`config.mk`:
```
export PLATFORM = sky130hd
export DESIGN_NAME = entropy_packer_top
export DESIGN_NICKNAME = d
export VERILOG_FILES = /design/src/verilog/stream_pkg.sv /design/src/verilog/code_pkg.sv /design/src/verilog/entropy_packer_top.sv /design/src/verilog/marker_escaper.sv /design/src/verilog/bit_stuffer.sv /design/src/verilog/code_receiver.sv
export VERILOG_INCLUDE_DIRS = /design/src /design/src/verilog
export SDC_FILE = /design/constraint.sdc
export NUM_CORES = 1
export LEC_CHECK = 0
export ABC_CLOCK_PERIOD_IN_PS = 4350
export BUFFER_PORTS_ARGS = -buffer_cell sky130_fd_sc_hd__buf_2
export CORE_MARGIN = 2
export CORE_UTILIZATION = 45
export CTS_CLUSTER_SIZE = 28
export DETAILED_ROUTE_END_ITERATION = 8
export SYNTH_ARGS = -nofsm -noshare
export SYNTH_HDL_FRONTEND = slang
export SYNTH_HIERARCHICAL = 1
export SYNTH_SLANG_ARGS = --single-unit
```
`constraint.sdc`:
```
create_clock -name xclk -period 4.35 [get_ports xclk]
set_input_delay 0.87 -clock xclk [delete_from_list [all_inputs] [get_ports xclk]]
set_output_delay 0.87 -clock xclk [all_outputs]
set_load 0.02 [all_outputs]
```
`src/verilog/packer_cfg.svh`:
```
// ---------------------------------------------------------------------------
// entropy packer sizes: code width, packed word width, escaper FIFO depth
// ---------------------------------------------------------------------------
`ifndef PACKER_CFG_SVH
`define PACKER_CFG_SVH

`define PACK_CODE_W     27   // longest variable-length code, MSB aligned
`define PACK_WORD_W     32   // bit stuffer output word
`define PACK_FIFO_DEPTH 8    // words buffered ahead of the byte serializer

`endif
```
`src/verilog/stream_pkg.sv`:
```
// ---------------------------------------------------------------------------
// output-side types: packed word with word/byte views, word and byte beats
// ---------------------------------------------------------------------------
`include "packer_cfg.svh"

package stream_pkg;

    // stuffer fills it as a bit field, escaper walks it byte by byte
    typedef union packed {
        logic [`PACK_WORD_W-1:0]           word;
        logic [0:`PACK_WORD_W/8-1][7:0]    bytes;  // bytes[0] is the msb byte
    } packed_word_u;

    typedef struct packed {
        packed_word_u data;
        logic [1:0]   nbytes;  // valid bytes, 0 means all 4
        logic         last;    // flush word closing the block
    } word_out_t;

    typedef struct packed {
        logic [7:0] data;
        logic       last;      // final byte of the block
    } byte_out_t;

endpackage

```
`src/verilog/code_pkg.sv`:
```
// ---------------------------------------------------------------------------
// input-side types: code transfer from the source and the one-cycle beat
// that the receiver hands to the bit stuffer
// ---------------------------------------------------------------------------
`include "packer_cfg.svh"

package code_pkg;

    typedef struct packed {
        logic [`PACK_CODE_W-1:0] bits;   // msb aligned, tail below len is don't care
        logic [4:0]              len;    // 1..27
        logic                    flush;  // close the block, bits/len ignored
    } code_in_t;

    typedef struct packed {
        logic [`PACK_CODE_W-1:0] bits;
        logic [4:0]              len;
        logic                    ds;     // single-cycle code strobe
        logic                    flush;  // single-cycle flush strobe
    } code_beat_t;

endpackage

```
`src/verilog/entropy_packer_top.sv`:
```
// ---------------------------------------------------------------------------
// entropy output tail: code receiver, bit stuffer and marker escaper
// ---------------------------------------------------------------------------
module entropy_packer_top (
    input  logic                  xclk,
    input  logic                  rst,
    input  logic                  in_req,
    input  code_pkg::code_in_t    in_code,
    output logic                  in_ack,
    output logic                  out_req,
    output stream_pkg::byte_out_t out_byte,
    input  logic                  out_ack
);
    import code_pkg::*;
    import stream_pkg::*;

    code_beat_t beat;        // receiver to stuffer
    word_out_t  word;        // stuffer to escaper
    logic       word_valid;
    logic [3:0] fifo_space;  // credit back to the receiver

    code_receiver u_code_receiver (
        .xclk(xclk), .rst(rst), .in_req(in_req), .in_code(in_code),
        .in_ack(in_ack), .fifo_space(fifo_space), .beat(beat)
    );

    bit_stuffer u_bit_stuffer (
        .xclk(xclk), .rst(rst), .beat(beat), .word(word),
        .word_valid(word_valid), .flush_done()  // block end is seen on out_byte.last
    );

    marker_escaper u_marker_escaper (
        .xclk(xclk), .rst(rst), .word(word), .word_valid(word_valid),
        .fifo_space(fifo_space), .out_req(out_req), .out_ack(out_ack),
        .out_byte(out_byte)
    );

endmodule

```
`src/verilog/marker_escaper.sv`:
```
// ---------------------------------------------------------------------------
// word FIFO, byte serializer with 0x00 stuffed after every 0xFF, and the
// four-phase output master
// ---------------------------------------------------------------------------
`include "packer_cfg.svh"

module marker_escaper (
    input  logic                  xclk,
    input  logic                  rst,
    input  stream_pkg::word_out_t word,
    input  logic                  word_valid,
    output logic [3:0]            fifo_space,
    output logic                  out_req,
    input  logic                  out_ack,
    output stream_pkg::byte_out_t out_byte
);
    import stream_pkg::*;

    localparam int DEPTH = `PACK_FIFO_DEPTH;
    localparam int AW    = $clog2(DEPTH);

    typedef enum logic [1:0] {S_IDLE, S_REQ, S_DROP} state_t;

    word_out_t     mem [DEPTH];
    logic [AW-1:0] wr_ptr;
    logic [AW-1:0] rd_ptr;
    logic [AW:0]   count;
    word_out_t     front;       // word being serialized
    logic [7:0]    cur_byte;
    logic          final_byte;  // cur_byte is the last valid byte of front
    logic          send;        // present a data byte this cycle
    logic          pop;
    logic [1:0]    byte_idx;
    logic          esc_pend;    // 0x00 still owed after an 0xff
    logic          esc_last;
    state_t        state;

    assign front      = mem[rd_ptr];
    assign cur_byte   = front.data.bytes[byte_idx];
    assign final_byte = (byte_idx == front.nbytes - 2'd1);  // nbytes 0 gives index 3
    assign send       = (state == S_IDLE) && !esc_pend && (count != '0);
    assign pop        = send && final_byte;
    assign fifo_space = 4'(DEPTH) - 4'(count);

    always_ff @(posedge xclk) begin
        if (word_valid) mem[wr_ptr] <= word;  // always taken, credit keeps room
    end

    always_ff @(posedge xclk) begin
        if (rst) begin
            wr_ptr <= '0;
            rd_ptr <= '0;
            count  <= '0;
        end else begin
            if (word_valid) wr_ptr <= wr_ptr + 1'b1;
            if (pop)        rd_ptr <= rd_ptr + 1'b1;
            count <= count + {{AW{1'b0}}, word_valid} - {{AW{1'b0}}, pop};
        end
    end

    always_ff @(posedge xclk) begin
        if (state == S_IDLE && esc_pend) begin
            out_byte.data <= 8'h00;
            out_byte.last <= esc_last;    // stuffed byte closes the block
        end else if (send) begin
            out_byte.data <= cur_byte;
            out_byte.last <= front.last && final_byte && (cur_byte != 8'hff);
        end
    end

    always_ff @(posedge xclk) begin
        if (rst) begin
            state    <= S_IDLE;
            out_req  <= 1'b0;
            byte_idx <= '0;
            esc_pend <= 1'b0;
            esc_last <= 1'b0;
        end else begin
            case (state)
                S_IDLE: begin
                    if (esc_pend) begin
                        esc_pend <= 1'b0;
                        out_req  <= 1'b1;
                        state    <= S_REQ;
                    end else if (send) begin
                        esc_pend <= (cur_byte == 8'hff);
                        esc_last <= front.last && final_byte;
                        byte_idx <= final_byte ? 2'd0 : byte_idx + 2'd1;
                        out_req  <= 1'b1;
                        state    <= S_REQ;
                    end
                end
                S_REQ: begin
                    if (out_ack) begin   // sink took the byte
                        out_req <= 1'b0;
                        state   <= S_DROP;
                    end
                end
                S_DROP: if (!out_ack) state <= S_IDLE;  // next byte only after ack falls
                default: state <= S_IDLE;
            endcase
        end
    end

    // relies on the receiver credit check covering the stuffer pipeline
    fifo_no_overflow: assert property (@(posedge xclk) disable iff (rst)
        word_valid |-> (count < (AW+1)'(DEPTH)));

endmodule

```
`src/verilog/bit_stuffer.sv`:
```
// ---------------------------------------------------------------------------
// three-stage barrel shifter packing msb aligned codes into 32-bit words,
// flush emits the zero padded partial word and restarts at bit 0
// ---------------------------------------------------------------------------
`include "packer_cfg.svh"

module bit_stuffer (
    input  logic                 xclk,
    input  logic                 rst,
    input  code_pkg::code_beat_t beat,
    output stream_pkg::word_out_t word,
    output logic                 word_valid,
    output logic                 flush_done
);
    import stream_pkg::*;

    localparam int CW  = `PACK_CODE_W;
    localparam int WW  = `PACK_WORD_W;
    localparam int PW  = $clog2(WW);  // bit position width
    localparam int S1W = CW + 24;     // after 0/8/16/24 shift
    localparam int S2W = CW + 30;     // after 0/2/4/6 shift
    localparam int S3W = CW + 31;     // after 0/1 shift, top WW bits land in the word

    logic [PW-1:0]  pos;       // bits already in the current word
    logic [PW:0]    pos_sum;   // msb is the carry past the word boundary
    logic [CW-1:0]  code_clean;

    logic           s1_ds;
    logic           s1_flush;
    logic           s1_full;
    logic [PW-1:0]  s1_pos;
    logic [S1W-1:0] s1_data;

    logic           s2_ds;
    logic           s2_flush;
    logic           s2_full;
    logic [PW-1:0]  s2_pos;
    logic [S2W-1:0] s2_data;
    logic [WW-1:0]  s2_mask;   // 1 takes new code bits, 0 keeps held bits

    logic           s3_flush;
    logic [S3W-1:0] s3_data;
    logic [WW-1:0]  hold;      // partial word being filled
    logic [PW:0]    pad_sum;
    packed_word_u   merged;

    // drop the garbage below len so padding and spill stay zero
    assign code_clean = beat.bits & ~({CW{1'b1}} >> beat.len);
    assign pos_sum    = {1'b0, pos} + {1'b0, beat.len};

    always_ff @(posedge xclk) begin
        if (rst || beat.flush) pos <= '0;     // next block starts at bit 0
        else if (beat.ds)      pos <= pos_sum[PW-1:0];
    end

    // stage 1, coarse byte shift
    always_ff @(posedge xclk) begin
        s1_pos  <= pos;                        // flush also carries the pending count
        s1_full <= pos_sum[PW];
        s1_data <= {code_clean, 24'b0} >> {pos[PW-1:3], 3'b0};
    end

    // stage 2, 2-bit shift and merge mask
    always_ff @(posedge xclk) begin
        s2_pos  <= s1_pos;
        s2_full <= s1_full;
        s2_data <= {s1_data, 6'b0} >> {s1_pos[2:1], 1'b0};
        s2_mask <= {WW{1'b1}} >> s1_pos;
    end

    // stage 3, final 1-bit shift and merge with held bits
    assign s3_data     = {s2_data, 1'b0} >> s2_pos[0];
    assign merged.word = (hold & ~s2_mask) | (s3_data[S3W-1 -: WW] & s2_mask);
    assign pad_sum     = {1'b0, s2_pos} + (PW+1)'(7);  // ceil to whole bytes

    always_ff @(posedge xclk) begin
        if (s2_ds) begin
            if (s2_full) hold <= {s3_data[S3W-WW-1:0], {(2*WW-S3W){1'b0}}};  // spill
            else         hold <= merged.word;
        end else if (s2_flush) begin
            hold <= '0;
        end
    end

    always_ff @(posedge xclk) begin
        word.data.word <= s2_flush ? hold : merged.word;
        word.nbytes    <= s2_flush ? pad_sum[4:3] : 2'd0;  // full words carry 4
        word.last      <= s2_flush;
    end

    always_ff @(posedge xclk) begin
        if (rst) begin
            s1_ds      <= 1'b0;
            s1_flush   <= 1'b0;
            s2_ds      <= 1'b0;
            s2_flush   <= 1'b0;
            s3_flush   <= 1'b0;
            word_valid <= 1'b0;
            flush_done <= 1'b0;
        end else begin
            s1_ds      <= beat.ds;
            s1_flush   <= beat.flush;
            s2_ds      <= s1_ds;
            s2_flush   <= s1_flush;
            s3_flush   <= s2_flush;
            word_valid <= (s2_ds && s2_full) || (s2_flush && s2_pos != '0);
            flush_done <= s3_flush;   // one cycle after any flush word
        end
    end

    // receiver derives ds and flush from one transfer, never both
    ds_flush_excl: assert property (@(posedge xclk) disable iff (rst)
        !(beat.ds && beat.flush));

endmodule

```
`src/verilog/code_receiver.sv`:
```
// ---------------------------------------------------------------------------
// four-phase input slave, turns each accepted transfer into one code or
// flush beat, holds off while the escaper FIFO is short of credit
// ---------------------------------------------------------------------------
`include "packer_cfg.svh"

module code_receiver (
    input  logic                 xclk,
    input  logic                 rst,
    input  logic                 in_req,
    input  code_pkg::code_in_t   in_code,
    output logic                 in_ack,
    input  logic [3:0]           fifo_space,
    output code_pkg::code_beat_t beat
);
    import code_pkg::*;

    localparam logic [3:0] CREDIT_MIN = 4'd4;  // 3 words in the stuffer + 1 new

    typedef enum logic {S_WAIT, S_ACKED} state_t;

    state_t     state;
    logic       take;    // transfer accepted this cycle
    code_beat_t beat_n;

    assign take   = (state == S_WAIT) && in_req && (fifo_space >= CREDIT_MIN);
    assign in_ack = (state == S_ACKED);  // rises with the beat strobe

    always_comb begin
        beat_n.bits  = in_code.bits;
        beat_n.len   = in_code.len;
        beat_n.ds    = take && !in_code.flush;
        beat_n.flush = take && in_code.flush;
    end

    always_ff @(posedge xclk) begin
        if (rst) begin
            state <= S_WAIT;
        end else begin
            case (state)
                S_WAIT:  if (take) state <= S_ACKED;
                S_ACKED: if (!in_req) state <= S_WAIT;  // source dropped req, drop ack
                default: state <= S_WAIT;
            endcase
        end
    end

    always_ff @(posedge xclk) begin
        beat.bits <= beat_n.bits;  // payload, only meaningful with ds
        beat.len  <= beat_n.len;
        if (rst) begin
            beat.ds    <= 1'b0;
            beat.flush <= 1'b0;
        end else begin
            beat.ds    <= beat_n.ds;
            beat.flush <= beat_n.flush;
        end
    end

    // the stuffer position math relies on a legal length from the source
    ds_len_legal: assert property (@(posedge xclk) disable iff (rst)
        beat.ds |-> (beat.len != 5'd0 && beat.len <= 5'(`PACK_CODE_W)));

endmodule

```
# Word-level counts from Yosys, hierarchy flattened
# Memory sizes are Yosys's and may differ from the RTL's. A register that Yosys moved wholly into a read port is not among the register bits.
# Cells that the tools add are included.
[op_classes] add_sub_neg=9 div_mod_pow=0 mux=28 reduce_logical=25 bitwise_logic=9 n_eq_ne=8 order_cmp=2 n_shift=5 multipliers=0
[ops] cell="32-bit two-way mux" count=4
[ops] cell="32-bit AND" count=2
[ops] cell="58-bit by 1-bit right shift with 58-bit output" count=1
[ops] cell="57-bit by 3-bit right shift with 57-bit output" count=1
[ops] cell="51-bit by 5-bit right shift with 51-bit output" count=1
[ops] cell="32-bit inverter" count=1
[ops] cell="32-bit OR" count=1
[ops] cell="32-bit by 5-bit right shift with 32-bit output (first input constant)" count=1
[ops] cell="27-bit AND" count=1
[ops] cell="27-bit inverter" count=1
[ops] cell="27-bit by 5-bit right shift with 27-bit output (first input constant)" count=1
[ops] cell="8-bit binary-select mux with 2-bit select" count=1
[ops] cell="8-bit two-way mux" count=2
[ops] cell="1-bit logical AND" count=12
[ops] cell="1-bit two-way mux" count=11
[ops] cell="2-bit two-way mux" count=5
[ops] cell="3-bit AND reduction" count=3
[ops] cell="8-bit == test (second input constant)" count=1
[ops] cell="8-bit != test (second input constant)" count=1
[ops] cell="3-bit by 1-bit adder with 3-bit output (second input constant)" count=2
[ops] cell="5-bit by 5-bit adder with 6-bit output" count=1
[ops] cell="3-bit two-way mux" count=2
[ops] cell="2-bit one-hot mux with 3 select lines" count=1
[ops] cell="2-bit nonzero test" count=3
[ops] cell="other kinds (21)" count=26
[totals] word_cells=119 n_memories=1 register_bits=290 inputBits=37 output_inout_bits=11 latchBits=0 ram_bits=280 rom_bits=0
[memory_table] name="u_marker_escaper.mem" words=8 width=35 read_ports=1 rd_clocked_by_memory_dff=1 write_ports=1 line_no="marker_escaper.sv:24" rtl="word_out_t mem [DEPTH];"

# Logic depth before layout (Yosys ltp)
[depth] word_depth=8 mapped_depth=13 mapped_depth_nobuf=13

# Hierarchy
# Netlist, hierarchy kept.
[modules_own_cells] mod="marker_escaper" area_each_um2=12064.1 seq_area_each_um2=8998.6 cells_per_inst=604 n_inst=1
[modules_own_cells] mod="bit_stuffer" area_each_um2=9292.7 seq_area_each_um2=4924.7 cells_per_inst=839 n_inst=1
[modules_own_cells] mod="code_receiver" area_each_um2=754.5 seq_area_each_um2=700.7 cells_per_inst=41 n_inst=1

# Worst setup path after synthesis
# Ideal clock, no wire load.
[synth_path] path_type="register -> register" startpoint="reg u_bit_stuffer.word_valid" endpoint="mem u_marker_escaper/mem[0][0] (netlist bit) (enable)" setup_time_ns=0.471 setup_slack_ns=0.926 path_buffers=0 required_ns=3.879 path_stages_with_launch=3 t_arrival_ns=2.953 synth_period_minus_slack_ns=3.424 path_cell_list="dfxtp_1 nand2b_1 nor3_1"
[synth_between] elab_chain_cells=2
[synth_rtl] element="start: declaration" line_no="bit_stuffer.sv:12" rtl="output logic word_valid,"
[synth_rtl] element="start signal: assignment" line_no="bit_stuffer.sv:106" rtl="word_valid <= (s2_ds && s2_full) || (s2_flush && s2_pos != '0);"
[synth_rtl] element="1-bit two-way mux" line_no="marker_escaper.sv:46" rtl="if (word_valid) mem[wr_ptr] <= word;"
[synth_rtl] element="1-bit two-way mux (implied by the code)" line_no="marker_escaper.sv:46"
[synth_rtl] element="end: declaration" line_no="marker_escaper.sv:24"
# No other way between the ends.

==> impl_metrics.tcl <==
set metrics [dict create \
    final_max_slew_viol_count 0 \
    p_int_mw 9.91 \
    die_h_um 225 \
    hold_slack_ns 0.338 \
    synthCells 1479 \
    drt_iter0_markers 865 \
    p_clk_share_pct 38.1 \
    clkSinkCount 572 \
    synthToLayoutAreaGrowth_pct 12.4 \
    dieArea_um2 50800 \
    relSlewSlack_pct 22.1 \
    vias 12036 \
    cts_buffer_depth 3 \
    grt_antenna_before_repair 4 \
    vias_per_cell 5.48 \
    vdd_drop_max_v 0.000358 \
    status "completed" \
    layout_commonest_cell "edfxtp_1" \
    synth_nets 1531 \
    port_buffers 47 \
    syn_avg_cell_area_um2 14.9 \
    ctsResizeCount 0 \
    p_sw_mw 3.31 \
    synth.cell_area_um2 22100 \
    hp-start "u_bit_stuffer/s1_full" \
    drcViolationCount 0 \
    yosysWarnings 6 \
    cp-start-kind "flip-flop" \
    combinationalPowerShare_pct 11.0 \
    die_x_um 225 \
    crit_required_ns 4.71 \
    clk_pin_slew_ns 0.06 \
    crit_path_end_kind "flip-flop" \
    worstPathMaxFanout 45 \
    grt_util_all_layers_pct 19.0 \
    final_cell_mix "313 x edfxtp_1, 252 x dfxtp_1, 107 x mux4_2, 106 x nand2_1, 102 x o21ai_0" \
    swShare_pct 25.0 \
    grt-ovfl-total 0 \
    criticalPathCategory "flip-flop to flip-flop" \
    fin_crit_ns 3.28 \
    cp.arrival_ns 3.64 \
    post_cts_buffers 0 \
    htreeDepth 2 \
    dp_hpwl_mm 31.3 \
    clk_latency_ns 0.61 \
    grt_max_degree 71 \
    grt_pass1_wl_mm 72.7 \
    first_global_vias 12223 \
    diodes 0 \
    place_congestion 0.869 \
    cts_buffers 57 \
    core-area_um2 48600 \
    initial_core_util_pct 45.3 \
    wl_mm 47.0 \
    io_pins 48 \
    cts-root-buf "clkbuf_16" \
    clock-skew-final_ns 0.0145 \
    fin_setup_tns_ns 0 \
    drtPass1Iterations 5 \
    finalCritPeriodShare_pct 75.5 \
    fmax_mhz 304 \
    ant_nets 0 \
    p_leak_nw 8.47 \
    holdBufCountCts 0 \
    p_seq_share_pct 51.0 \
    setup_viol 0 \
    rsz0062_at_grt "no" \
    nets 1578 \
    p_per_area_nw_per_um2 534 \
    std_cell_rows 81 \
    hold_violations 0 \
    routedWlPerCell_um 21.4 \
    maxCapViolations 0 \
    cts_tree "built" \
    tightest_slew_ns 1.17 \
    min_path_type "flip-flop to flip-flop" \
    drive_above_1_share_pct 22.2 \
]
registers in the layout (all words and copies together), names as in the netlist, 2 cells and up, named ones only:
name,count
u_marker_escaper/rd_ptr,3
u_bit_stuffer/word,35
u_bit_stuffer/s2_mask,31
u_bit_stuffer/pos,5
u_marker_escaper/state,2
u_marker_escaper/mem,280
u_bit_stuffer/s1_data,51
u_marker_escaper/count,4
u_marker_escaper/byte_idx,2
u_bit_stuffer/s2_pos,5
u_marker_escaper/wr_ptr,3
u_code_receiver/beat,34
u_bit_stuffer/s2_data,57
u_bit_stuffer/hold,32
u_bit_stuffer/s1_pos,5
u_marker_escaper/out_byte,9
worst max-delay path, stage by stage (launching register included):
cell,delay [ns]
dfxtp_4,0.51
buf_4,0.66
mux4_2,0.35
mux2i_1,0.06
a22oi_1,0.26
o221ai_1,0.22
nor4_1,0.49
nand4b_2,0.20
a22o_1,0.22
power by group through the flow:
stage | sequential, mW | clock (mW) | combinational, mW
2_1_floorplan | 6.64 | 0 | 1.07
3_3_place_gp | 6.83 | 0 | 1.44
3_5_place_dp | 6.86 | 0 | 1.44
4_1_cts | 6.75 | 5.14 | 1.45
5_1_grt | 6.82 | 5.36 | 1.58
6_report | 6.74 | 5.03 | 1.45
final timing paths:
path	slack [ns]	end	depth (start not counted)
max reg2reg	1.07	u_marker_escaper/out_byte[0]	8
min reg2reg	0.34	u_bit_stuffer/s2_full	0
max	1.07	u_marker_escaper/out_byte[0]	8
min	0.34	u_bit_stuffer/s2_full	0
routing by layer:
metal  up-vias  global-route usage, %  part of all wire (%)
met4         0                   7.71                   3.4
met2       271                   32.5                    49
met3        80                   2.63                   4.2
met5         -                      0                     0
li1       5695                      -                     -
met1      5990                   24.4                    43
area by class of cell:
class / count / area [µm²]
multi-input combinational: 802 / 6950
sequential: 572 / 14600
fill: 4075 / 23900
clock inverter: 21 / 319
timing repair buffer: 74 / 450
tap: 622 / 778
inverter: 19 / 71.3
clock buffer: 86 / 1620
stage by stage:
step	instance area, µm²	cells	power (mW)	setup slack [ns]	utilization [%]
3_5_place_dp	22900	2089	8.31	1.02	47.0
5_1_grt	24800	2196	13.8	0.832	51.0
3_3_place_gp	22900	2089	8.27	1.03	47.0
6_report	24800	2196	13.2	1.07	51.0
2_1_floorplan	22100	1479	7.71	0.926	-
4_1_cts	24800	2196	13.3	1.02	51.0
Note: power is estimated with default switching activity, not from simulation.
